`config.mk`:
```
export PLATFORM = sky130hd
export DESIGN_NAME = lsu_align
export DESIGN_NICKNAME = d
export VERILOG_FILES = /design/src/lsu_pkg.sv /design/src/lsu_align.sv
export VERILOG_INCLUDE_DIRS = /design/src
export SDC_FILE = /design/constraint.sdc
export NUM_CORES = 1
export LEC_CHECK = 0
export BUFFER_PORTS_ARGS = -buffer_cell sky130_fd_sc_hd__buf_4
export CAP_MARGIN = 15
export CORE_ASPECT_RATIO = 1.75
export CORE_MARGIN = 2
export CORE_UTILIZATION = 45
export DETAILED_ROUTE_END_ITERATION = 8
export PLACE_DENSITY_LB_ADDON = 0.12
export REMOVE_ABC_BUFFERS = 1
export SYNTH_ARGS = -nofsm -noshare
export SYNTH_HDL_FRONTEND = slang
export SYNTH_SLANG_ARGS = --single-unit
```
`constraint.sdc`:
```
create_clock -name i_clk -period 2.35 [get_ports i_clk]
set_input_delay 0.47 -clock i_clk [delete_from_list [all_inputs] [get_ports i_clk]]
set_output_delay 0.47 -clock i_clk [all_outputs]
set_load 0.01 [all_outputs]
```
`src/lsu_consts.svh`:
```
// Size constants for the load/store unit, included by the RTL and the testbench
`ifndef LSU_CONSTS_SVH
`define LSU_CONSTS_SVH

// Data and address width of the RV64 data side
`define LSU_XLEN 64

// Byte lanes in one data word
`define LSU_LANES 8

// Data RAM depth in 64-bit words, indexed by address bits 10 to 3
`define LSU_RAM_WORDS 256

`endif

```
`src/lsu_pkg.sv`:
```
// Memory-operation type shared by the LSU pipeline stages and the testbench checker
package lsu_pkg;

  // Width codes follow the core's MemOP field; signed and unsigned pairs store alike
  typedef enum logic [2:0] {
    OP_B    = 3'd0,  // Byte, sign-extended on load
    OP_BU   = 3'd1,  // Byte, zero-extended on load
    OP_H    = 3'd2,  // Halfword, sign-extended on load
    OP_HU   = 3'd3,  // Halfword, zero-extended on load
    OP_W    = 3'd4,  // Word, sign-extended on load
    OP_WU   = 3'd5,  // Word, zero-extended on load
    OP_D    = 3'd6,  // Doubleword
    OP_NONE = 3'd7   // No access this cycle
  } mem_op_e;

endpackage

```
`src/lsu_align.sv`:
```
// Stage 1 of the LSU: registers the request with its byte mask, lane-shifted data and misalign flag
`include "lsu_consts.svh"

module lsu_align
  import lsu_pkg::*;
(
  input  logic                   i_clk,
  input  logic                   i_rst,
  input  logic [`LSU_XLEN-1:0]   i_addr,
  input  logic [`LSU_XLEN-1:0]   i_wdata,
  input  mem_op_e                i_mem_op,
  input  logic                   i_wr_en,
  input  logic                   i_rd_en,
  output logic                   o_wr,
  output logic                   o_rd,
  output logic [7:0]             o_word_idx,
  output logic [`LSU_LANES-1:0]  o_wmask,
  output logic [`LSU_XLEN-1:0]   o_wdata,
  output logic [2:0]             o_offset,
  output mem_op_e                o_op,
  output logic                   o_misalign
);

  logic [2:0]            offset;
  logic [1:0]            size_log2;
  logic [`LSU_LANES-1:0] base_mask;
  logic [`LSU_LANES-1:0] wmask_c;
  logic [`LSU_XLEN-1:0]  wdata_c;
  logic                  misaligned;
  logic                  access;
  logic                  aligned_ok;

  assign offset = i_addr[2:0];

  always_comb begin
    case (i_mem_op)
      OP_B, OP_BU: size_log2 = 2'd0;
      OP_H, OP_HU: size_log2 = 2'd1;
      OP_W, OP_WU: size_log2 = 2'd2;
      default:     size_log2 = 2'd3;  // OP_D; OP_NONE never reaches the strobes
    endcase
  end

  always_comb begin
    case (size_log2)
      2'd0:    base_mask = `LSU_LANES'h01;
      2'd1:    base_mask = `LSU_LANES'h03;
      2'd2:    base_mask = `LSU_LANES'h0f;
      default: base_mask = `LSU_LANES'hff;
    endcase
  end

  // The offset must be a multiple of the access width
  always_comb begin
    case (size_log2)
      2'd0:    misaligned = 1'b0;
      2'd1:    misaligned = offset[0];
      2'd2:    misaligned = |offset[1:0];
      default: misaligned = |offset;
    endcase
  end

  assign wmask_c = base_mask << offset;
  assign wdata_c = i_wdata << {offset, 3'b000};  // Low bytes of the store move up into their lanes

  assign access     = (i_wr_en | i_rd_en) && (i_mem_op != OP_NONE);
  assign aligned_ok = access && !misaligned;

  always_ff @(posedge i_clk) begin
    if (i_rst) begin
      o_wr       <= 1'b0;
      o_rd       <= 1'b0;
      o_misalign <= 1'b0;
    end else begin
      o_wr       <= aligned_ok & i_wr_en;
      o_rd       <= aligned_ok & ~i_wr_en & i_rd_en;  // A store wins when both enables are set
      o_misalign <= access & misaligned;
    end
  end

  always_ff @(posedge i_clk) begin
    o_word_idx <= i_addr[10:3];  // Upper address bits are dropped, so the RAM wraps
    o_wmask    <= wmask_c;
    o_wdata    <= wdata_c;
    o_offset   <= offset;
    o_op       <= i_mem_op;
  end

endmodule

```
==> flow_summary.yaml <==
pwr:
  p_switching_mw: 0.967
  clkPwrFrac_pct: 37.2
  peakVddDrop_mv: 0.420
  power_frac_seq_pct: 43.6
  intPower_mw: 2.84
  p_comb_share_pct: 19.2
  p_leak_nw: 2.46
  p_per_area_nw_per_um2: 713
  total_power_mw: 3.81
  p_sw_share_pct: 25.4
clock_network:
  clock-sinks: 89
  root_buffer: "clkbuf_16"
  cts_buffers: 9
  cts_hold_buffers: 0
  cts_max_level: 3
  post_cts_resize_count: 0
  cts_buffer_depth: 2
  post_cts_buffers: 0
  clk_pin_slew_ns: 0.06
  tritoncts: "built"
global_route:
  grt_remaining_overflow: 0
  antenna_found_initial: 0
  grt_max_degree: 64
  grt_pass1_wl_um: 15900
  grt_use_total_pct: 22.1
  grt_pass1_vias: 3225
route:
  dr.pass1.iters: 4
  ant_nets: 0
  top_layer: "met4"
  met2_length_um: 5080
  viasPerCell: 5.47
  wl_per_cell_um: 16.7
  routed_wl_um: 10300
  met1_length_um: 3970
  drcViolationCount: 0
  initialDrtViolationCount: 193
  num_vias: 3361
  wl_met3_um: 962
synthesis:
  synth.area.top_cells: "dfxtp_1 47%, mux2i_1 11%, mux2_2 6.2%"
  ys.flop_type: "dfxtp_1"
  ys_warn_count: 0
  synth_async_sr_flop_share_pct: 0
  synth_top_area_share_pct: 46.9
  synth_top_family_by_area: "multiplexers"
  synth.yosys.seq_area_share_pct: 46.9
  synthXorXnorAreaFrac_pct: 0
  synth_cell_types: 40
  syn-cell-area_sq_um: 3800
  syn_area_per_cell_sq_um: 10.6
  syn_inst: 358
  yosys.area.top_type: "dfxtp_1"
  synth-simple-area-share_pct: 12.1
  synth_edf_count: 0
  ys_ff_latch: 89
  synthAdderAreaFrac_pct: 0
  synth_compound_area_share_pct: 16.0
  synth.mux.area_fraction_pct: 18.2
worst_setup_path:
  crit_path_cell_trace: "buf_4, or2_1, buf_4, a211oi_1, a221oi_1"
  cp_data_arrival_time_ns: 1.84
  crit_path_max_incr_delay_ns: 0.53
  start_kind: "input port"
  required_ns: 2.59
  crit_buf_inv: 2
  cp_max_fo: 63
  cp-end-kind: "flip-flop"
  crit_top_cell: "buf_4"
  critical_path.slowest_cell: "buf_4"
  critical-path-top-delay-family: "buffers and inverters"
  path_class: "input port to flip-flop"
place:
  place_ws_ns: 0.399
  port_buffers: 170
  post-place-cells: 599
  gp_congestion: 0.844
  place_hpwl_um: 7170
floorplanning:
  die_y_um: 126
  start_util_pct: 46.0
  die-area_sq_um: 9220
  core-area_sq_um: 8260
  top_level_ports: 224
  die_w_um: 73.4
  placementRows: 44
final_layout:
  antennaDiodeCount: 0
  final_cell_mix: "182 x buf_4, 89 x dfxtp_1, 40 x mux2i_1, 31 x nor2_1, 21 x mux2_2"
  n_fill_cell: 709
  layout_commonest_cell: "buf_4"
  final_util_pct: 64.7
  layout.nets: 653
  stdcell_count: 615
  drive_above_1_share_pct: 43.8
  syn_to_final_growth_pct: 40.6
sta:
  hold_violations: 0
  worstMarginPinSlew_ns: 0.858
  rsz0062_at_grt: "false"
  finalSetupViolations: 0
  period_minus_slack_ns: 1.61
  fmax_mhz: 622
  drv_slew: 0
  finalSetupTns_ns: 0
  fin_crit_sh_pct: 68.4
  worst_slack_ns: 0.743
  slew_headroom_pct: 42.7
status:
  status: "finished, final reports clean"
hold_path:
  hold_class: "input port to flip-flop"
job:
  max-cap-violations: 0
-- Yosys cell counts, types with 2 or more instances --
cell	n
o21ai_0	12
o221ai_1	7
clkbuf_1	6
mux2_2	21
a2bb2oi_1	8
nand3b_1	7
buf_6	10
o21a_1	9
nand3_1	9
a211oi_1	15
nor2_1	31
and2_1	8
dfxtp_1	89
nor2b_1	10
nand2b_1	7
a21o_1	2
or2_2	2
a211oi_2	3
mux2_4	2
a21oi_1	5
buf_4	2
a221oi_1	8
buf_2	14
nand2_1	9
a31oi_1	8
mux2i_1	40
-- registers in the layout, indices dropped and copies added, names as in the netlist --
signal	flops
o_wdata	64
o_wmask	8
o_word_idx	8
o_offset	3
o_op	3
o_misalign	1
o_rd	1
o_wr	1
-- power by group through the flow --
stage	sequential [mW]	clock [mW]	combinational, mW
final	1.66	1.42	0.730
after global routing	1.67	1.50	0.791
after CTS	1.66	1.44	0.732
after detailed placement	1.69	0	0.729
after global placement	1.69	0	0.720
after floorplan	1.75	0	0.232
-- cells by family after synthesis --
kind of cell    after synthesis
flops                        89
compound gates               81
simple gates                 89
buf+inv                      35
mux                          64
-- routing by layer --
| layer | up-vias | track usage [%] |
|---|---|---|
| met1 | 1557 | 25.1 |
| met4 | 0 | 11.1 |
| met3 | 23 | 6.69 |
| met2 | 168 | 36.6 |
| li1 | 1613 | - |
| met5 | - | 0 |
-- per-stage QoR --
step,instance area (sq um),hold slack (ns)
3_5_place_dp,5040,0.576
5_1_grt,5340,0.222
2_1_floorplan,3540,0.498
6_report,5340,0.234
4_1_cts,5340,0.222
3_3_place_gp,5040,0.575
-- area by class of cell --
cell class	count	area (sq um)	area share [%]
multi-input combinational	234	1760	32.9
clock inverter	6	67.6	1.27
clock buffer	10	229	4.29
tap	92	115	2.16
sequential	89	1780	33.4
inverter	1	3.75	0.0703
timing repair buffer	183	1390	26.0
-- worst paths after layout --
path,start,endpoint,cells after the start
hold / removal,i_addr[9],o_word_idx[6]$_DFF_P_,1
setup / recovery,i_addr[2],o_wdata[53]$_DFF_P_,5
Power figures use the tool's default switching activity.
