**config.mk**
```make
export PLATFORM = sky130hd
export DESIGN_NAME = lsu_load_ext
export DESIGN_NICKNAME = d
export VERILOG_FILES = /design/src/lsu_pkg.sv /design/src/lsu_load_ext.sv
export VERILOG_INCLUDE_DIRS = /design/src
export SDC_FILE = /design/constraint.sdc
export NUM_CORES = 1
export LEC_CHECK = 0
export BUFFER_PORTS_ARGS = -buffer_cell sky130_fd_sc_hd__buf_2
export CORE_UTILIZATION = 56
export DETAILED_ROUTE_END_ITERATION = 8
export GPL_TIMING_DRIVEN = 1
export PLACE_DENSITY = 0.86
export SYNTH_ARGS = -nofsm -noshare
export SYNTH_HDL_FRONTEND = slang
export SYNTH_SLANG_ARGS = --single-unit
```
**constraint.sdc**
```tcl
create_clock -name i_clk -period 4.1 [get_ports i_clk]
set_input_delay 0.205 -clock i_clk [delete_from_list [all_inputs] [get_ports i_clk]]
set_output_delay 0.205 -clock i_clk [all_outputs]
set_load 0.01 [all_outputs]
```
**src/lsu_consts.svh**
```systemverilog
// Size constants for the load/store unit, included by the RTL and the testbench
`ifndef LSU_CONSTS_SVH
`define LSU_CONSTS_SVH

// Data and address width of the RV64 data side
`define LSU_XLEN 64

// Byte lanes in one data word
`define LSU_LANES 8

// Data RAM depth in 64-bit words, indexed by address bits 10 to 3
`define LSU_RAM_WORDS 256

`endif

```
**src/lsu_pkg.sv**
```systemverilog
// Memory-operation type shared by the LSU pipeline stages and the testbench checker
package lsu_pkg;

  // Width codes follow the core's MemOP field; signed and unsigned pairs store alike
  typedef enum logic [2:0] {
    OP_B    = 3'd0,  // Byte, sign-extended on load
    OP_BU   = 3'd1,  // Byte, zero-extended on load
    OP_H    = 3'd2,  // Halfword, sign-extended on load
    OP_HU   = 3'd3,  // Halfword, zero-extended on load
    OP_W    = 3'd4,  // Word, sign-extended on load
    OP_WU   = 3'd5,  // Word, zero-extended on load
    OP_D    = 3'd6,  // Doubleword
    OP_NONE = 3'd7   // No access this cycle
  } mem_op_e;

endpackage

```
**src/lsu_load_ext.sv**
```systemverilog
// Stage 3 of the LSU: shifts the loaded word down to its offset and extends it per operation
`include "lsu_consts.svh"

module lsu_load_ext
  import lsu_pkg::*;
(
  input  logic                  i_clk,
  input  logic                  i_rst,
  input  logic                  i_rd_valid,
  input  logic [`LSU_XLEN-1:0]  i_rword,
  input  logic [2:0]            i_offset,
  input  mem_op_e               i_op,
  output logic                  o_rd_valid,
  output logic [`LSU_XLEN-1:0]  o_rd_data
);

  logic [`LSU_XLEN-1:0] shifted;
  logic [`LSU_XLEN-1:0] extended;

  assign shifted = i_rword >> {i_offset, 3'b000};  // Addressed byte lands in lane 0

  always_comb begin
    case (i_op)
      OP_B: begin
        extended = {{(`LSU_XLEN-8){shifted[7]}}, shifted[7:0]};
      end
      OP_BU: begin
        extended = {{(`LSU_XLEN-8){1'b0}}, shifted[7:0]};
      end
      OP_H: begin
        extended = {{(`LSU_XLEN-16){shifted[15]}}, shifted[15:0]};
      end
      OP_HU: begin
        extended = {{(`LSU_XLEN-16){1'b0}}, shifted[15:0]};
      end
      OP_W: begin
        extended = {{(`LSU_XLEN-32){shifted[31]}}, shifted[31:0]};
      end
      OP_WU: begin
        extended = {{(`LSU_XLEN-32){1'b0}}, shifted[31:0]};
      end
      default: begin
        extended = shifted;  // OP_D takes the whole word
      end
    endcase
  end

  always_ff @(posedge i_clk) begin
    if (i_rst) begin
      o_rd_valid <= 1'b0;
    end else begin
      o_rd_valid <= i_rd_valid;
    end
  end

  // Data is held between loads so the output only moves with a valid result
  always_ff @(posedge i_clk) begin
    if (i_rd_valid) begin
      o_rd_data <= extended;
    end
  end

endmodule

```
==> results.yml, run 1 <==
yosys:
  synthCells: 324
  yosysSeqAreaShare: 0.441
  yosys_warnings: 0
  avgSynthCellArea_um2: 13.6
  syn-num-nets: 397
  syn_area_mm2: 0.00440
  synth_cell_types: 38
  yosys_register_bits: 65
route:
  route.vias.total: 3524
  ant_nets: 0
  routed_wl_um: 11200
  wire_per_inst_um: 20.4
  drc: 0
  drt_iter0_drc: 514
  first_pass_iters: 5
  via_per_inst: 6.42
timing:
  fmax_ghz: 0.393
  fin_crit_sh: 0.620
  slew_headroom: 0.268
  setup_viol: 0
  worst_pin_slew_ns: 1.08
  setup_tns_ns: 0
  slew_violations: 0
  grt_setup_unrepaired: "false"
  hold_violations: 0
  post-route-min-period_ns: 2.54
job:
  cap_violations: 0
global_route:
  track_usage: 0.286
  grt_antenna_before_repair: 0
  grt_pass1_vias: 3381
  grt_pass1_wl_um: 17800
  grtUsageMet2: 0.463
  met3_usage: 0.0556
  top_usage_layer: "met2"
  grt_overflow: 0
  use_met1: 0.373
  grt_max_degree: 49
cts:
  cts_buffer_depth: 2
  path_clk_slew_ns: 0.07
  htree_levels: 3
  cts.sinks: 65
  post-cts-setup-buffers: 0
  postCtsResizedCells: 0
  cts-hold-fix-buffers: 0
  cts_root_buf: "clkbuf_8"
  cts_buffers: 9
  cts_tree: "built"
worst_setup_path:
  cpMaxStageDelayCell: "nand4_2"
  cp_max_fo: 37
  cp-start-kind: "input pin"
  cp-end-kind: "flip-flop"
  crit_chain: "buf_2 > mux2i_2 > a22oi_2 > nand4_2 > buf_4 > nand4_1"
  crit_required_ns: 4.28
  arrival_ns: 2.73
  slowest_delay_ns: 0.73
  path_class: "in2reg"
placement:
  place_area_mm2: 0.00502
  gp_congestion: 0.833
  hpwl_um: 7920
  io_buffer_count: 137
cells_and_area:
  layout_common_cells: "137 x buf_2, 64 x edfxtp_1, 37 x nand2_1"
  design_area_mm2: 0.00523
  diodes: 0
  final_nets: 518
  final_common_cell: "buf_2"
  drive_gt1_frac: 0.513
  fillers: 512
  area_growth_pct: 18.9
status:
  outcome: "completed"
floorplanning:
  start_util: 0.594
  fp.dieW_um: 90.7
  io_pins: 138
  die_y_um: 90.7
  fp-row-count: 31
  die_area_mm2: 0.00822
  core-area_mm2: 0.00741
pwr:
  p_leak_nw: 2.19
  powerDensity_mw_per_mm2: 354
  peakVddDrop_v: 0.000157
hold_path:
  hold_path.class: "in2reg"
## flip-flops by register name (all words and copies together) (netlist names)
signal,cells
o_rd_data,64
o_rd_valid,1
## worst max-delay path: cells and delay by family
family / cells / cell delay, ns
compound gates: 1 / 0.27
mux: 1 / 0.21
buf+inv: 2 / 1.18
simple gates: 2 / 0.86
## report_power, final
| group | total [mW] | switching [mW] | leakage (nW) | internal (mW) |
|---|---|---|---|---|
| clock network | 0.586 | 0.247 | 0.108 | 0.339 |
| registers | 0.842 | 0.0208 | 0.627 | 0.821 |
| logic | 0.426 | 0.231 | 1.46 | 0.195 |
| total | 1.85 | 0.499 | 2.19 | 1.36 |
## cell type report
type | count | area (um^2) | area share
multi-input combinational | 221 | 2200 | 0.420
sequential | 65 | 1940 | 0.371
timing repair buffer | 146 | 753 | 0.144
clock buffer | 10 | 128 | 0.0244
tap | 99 | 124 | 0.0237
clock inverter | 6 | 82.6 | 0.0158
inverter | 2 | 7.51 | 0.00143
## routing by layer
layer | vias up | part of all wire
li1 | 1559 | -
met1 | 1688 | 0.37
met2 | 236 | 0.50
met3 | 41 | 0.094
met4 | 0 | 0.032
met5 | - | 0
## cells in the mapped netlist (all sizes together)
master	number	share of area
edfxtp	64	0.44
nand2	37	0.032
mux4	35	0.18
buf	33	0.061
nand4	33	0.063
mux2i	20	0.046
nand3	20	0.034
a22oi	16	0.030
mux2	16	0.042
o21ai	9	0.010
o2bb2ai	7	0.014
nor2b	5	0.0071
nand2b	4	0.0057
nor2	4	0.0034
a21oi	3	0.0034
clkbuf	3	0.0028
and2	2	0.0028
inv	2	0.0017
nor3	2	0.0023
nor3b	2	0.0045
o211ai	2	0.0045
a32oi	1	0.0020
dfxtp	1	0.0045
nor4bb	1	0.0023
o2111ai	1	0.0034
o211a	1	0.0023
## per-stage QoR
step	utilization	setup slack, ns	std cells	hold WS (ns)	total power [mW]
floorplan	-	2.54	324	0.277	1.11
global placement	0.678	1.37	533	0.360	1.27
detailed placement	0.678	1.24	533	0.364	1.28
CTS	0.706	1.59	549	0.000325	1.86
global route	0.706	1.36	549	0.0109	1.92
finish	0.706	1.56	549	0.00852	1.85
## path summary, 6_finish.rpt
path | startpoint | end | depth (start not counted)
min | i_rst | o_rd_valid | 2
max | i_offset[1] | o_rd_data[47] | 6
## cell families after synthesis
kind of cell | count (synthesis) | synth area share
buffers and inverters | 38 | 0.0659
flip-flops | 65 | 0.441
AND/OR/NAND/NOR | 110 | 0.156
AO/OA/AOI/OAI | 40 | 0.0694
multiplexers | 71 | 0.267
Power figures use the tool's default switching activity.
==> inputs of run 2 (changes only) <==
- CORE_UTILIZATION: 56 -> 47
- PLACE_DENSITY: 0.86 -> 0.77
- clock period: 4.1 -> 2.2 ns (I/O delays scaled with it)
==> run 2 against run 1 <==
Die area is 19% higher. Non-clock buffer count is 5 higher. Flip-flop and latch count stayed put. Largest power group unchanged.
==> results.yml, run 2 (synthesized netlist as in run 1, its figures left out) <==
floorplanning:
  io_pins: 138
  start_util: 0.495
  fp-row-count: 34
  core-area_mm2: 0.00889
  die_area_mm2: 0.00976
  die_y_um: 98.8
  fp.dieW_um: 98.8
route:
  via_per_inst: 6.28
  ant_nets: 0
  route.vias.total: 3534
  drt_iter0_drc: 200
  drc: 0
  first_pass_iters: 5
  routed_wl_um: 11500
  wire_per_inst_um: 20.3
timing:
  worst_pin_slew_ns: 0.896
  slew_violations: 0
  hold_violations: 0
  fmax_ghz: 0.660
  fin_crit_sh: 0.688
  slew_headroom: 0.400
  post-route-min-period_ns: 1.51
  setup_viol: 0
  setup_tns_ns: 0
  fin_hold_ws_ns: 0.120
  grt_setup_unrepaired: "false"
cells_and_area:
  drive_gt1_frac: 0.516
  diodes: 0
  fillers: 714
  top_regs: "o_rd_data (64), o_rd_valid (1)"
  multi_input_area_mm2: 0.00220
  layout_common_cells: "137 x buf_2, 64 x edfxtp_1, 37 x nand2_1"
  register_area_mm2: 0.00194
  largest_reg_flops: 64
  final_common_cell: "buf_2"
  final_nets: 523
  area_growth_pct: 22.3
  max_flop_register: "o_rd_data"
pwr:
  clkPwrFrac: 0.332
  p_leak_nw: 2.26
  internal-power_mw: 2.64
  pwr-share-seq: 0.441
  p_comb_frac: 0.227
  total_switching_power_mw: 0.922
  powerDensity_mw_per_mm2: 662
  peakVddDrop_v: 0.000268
  switching_share: 0.259
cts:
  cts_buffer_depth: 2
  cts-hold-fix-buffers: 1
  post-cts-setup-buffers: 0
  cts_tree: "built"
  cts_buffers: 9
  cts_root_buf: "clkbuf_8"
  path_clk_slew_ns: 0.07
  htree_levels: 3
  cts.sinks: 65
  postCtsResizedCells: 0
worst_setup_path:
  slowest_delay_ns: 0.38
  cp.depth: 6
  arrival_ns: 1.57
  cp_max_fo: 23
  cp-end-kind: "flip-flop"
  cpMaxStageDelayCell: "mux2i_2"
  path_buf_inv: 2
  path_class: "in2reg"
  cp-start-kind: "input pin"
  crit_chain: "buf_2 > mux2i_2 > nand3_1 > o2111ai_4 > buf_12 > o21ai_1"
  cp_top_family: "buffers and inverters"
  crit_required_ns: 2.25
placement:
  gp_congestion: 0.850
  io_buffer_count: 137
  hpwl_um: 8170
global_route:
  track_usage: 0.240
  grt_max_degree: 66
  grt_pass1_wl_um: 17600
  grt_pass1_vias: 3420
  grt_overflow: 0
  grt_antenna_before_repair: 0
hold_path:
  hold_depth: 3
  whs_endpoint: "o_rd_data[57]"
  hold_path.class: "in2reg"
  hp-start: "i_rword[57]"
job:
  cap_violations: 0
status:
  outcome: "completed"
==> run 2: cell type report <==
cell class,instances,area share
clock buffer,14,0.0321
timing repair buffer,151,0.161
sequential,65,0.361
inverter,2,0.00140
tap,108,0.0251
clock inverter,2,0.0112
multi-input combinational,221,0.408
==> run 2: power by group through the flow <==
stage | Sequential [mW] | Combinational (mW) | Clock (mW)
after detailed placement | 1.60 | 0.806 | 0
after global placement | 1.60 | 0.782 | 0
after floorplan | 1.67 | 0.409 | 0
after CTS | 1.57 | 0.809 | 1.19
after global routing | 1.58 | 0.868 | 1.23
final | 1.57 | 0.808 | 1.18
==> run 2: per-stage QoR <==
stage / instance area, um^2 / std cells / worst slack [ns] / util / power (mW)
6_report: 5380 / 563 / 0.686 / 0.605 / 3.56
5_1_grt: 5380 / 563 / 0.597 / 0.605 / 3.68
4_1_cts: 5380 / 563 / 0.705 / 0.605 / 3.57
3_5_place_dp: 5140 / 546 / 0.322 / 0.578 / 2.40
3_3_place_gp: 5140 / 546 / 0.413 / 0.578 / 2.38
2_1_floorplan: 4400 / 324 / 0.733 / - / 2.07
==> run 2: worst min-delay path: cells and delay by family <==
family / cells / cell delay (ns)
and+or+nand+nor: 2 / 0.12
buffers and inverters: 1 / 0.12
==> run 2: how the worst max path moves through the flow <==
| stage | from | end | slack, ns |
|---|---|---|---|
| 4_1_cts | i_offset[1] | o_rd_data[63] | 0.70 |
| 5_1_grt | i_offset[1] | o_rd_data[47] | 0.60 |
| 3_5_place_dp | i_offset[1] | o_rd_data[63] | 0.32 |
| 3_3_place_gp | i_offset[1] | o_rd_data[51] | 0.41 |
| 6_report | i_offset[1] | o_rd_data[10] | 0.69 |
| 2_1_floorplan | i_offset[0] | o_rd_data[6] | 0.73 |
==> run 2: metal layers <==
layer / part of all wire / wire, um / global-route usage / up-vias
met5: 0 / 0 / 0 / -
met4: 0.026 / 295 / 0.103 / 0
met3: 0.093 / 1060 / 0.0482 / 26
met2: 0.49 / 5590 / 0.388 / 229
met1: 0.39 / 4510 / 0.316 / 1710
li1: - / - / - / 1569
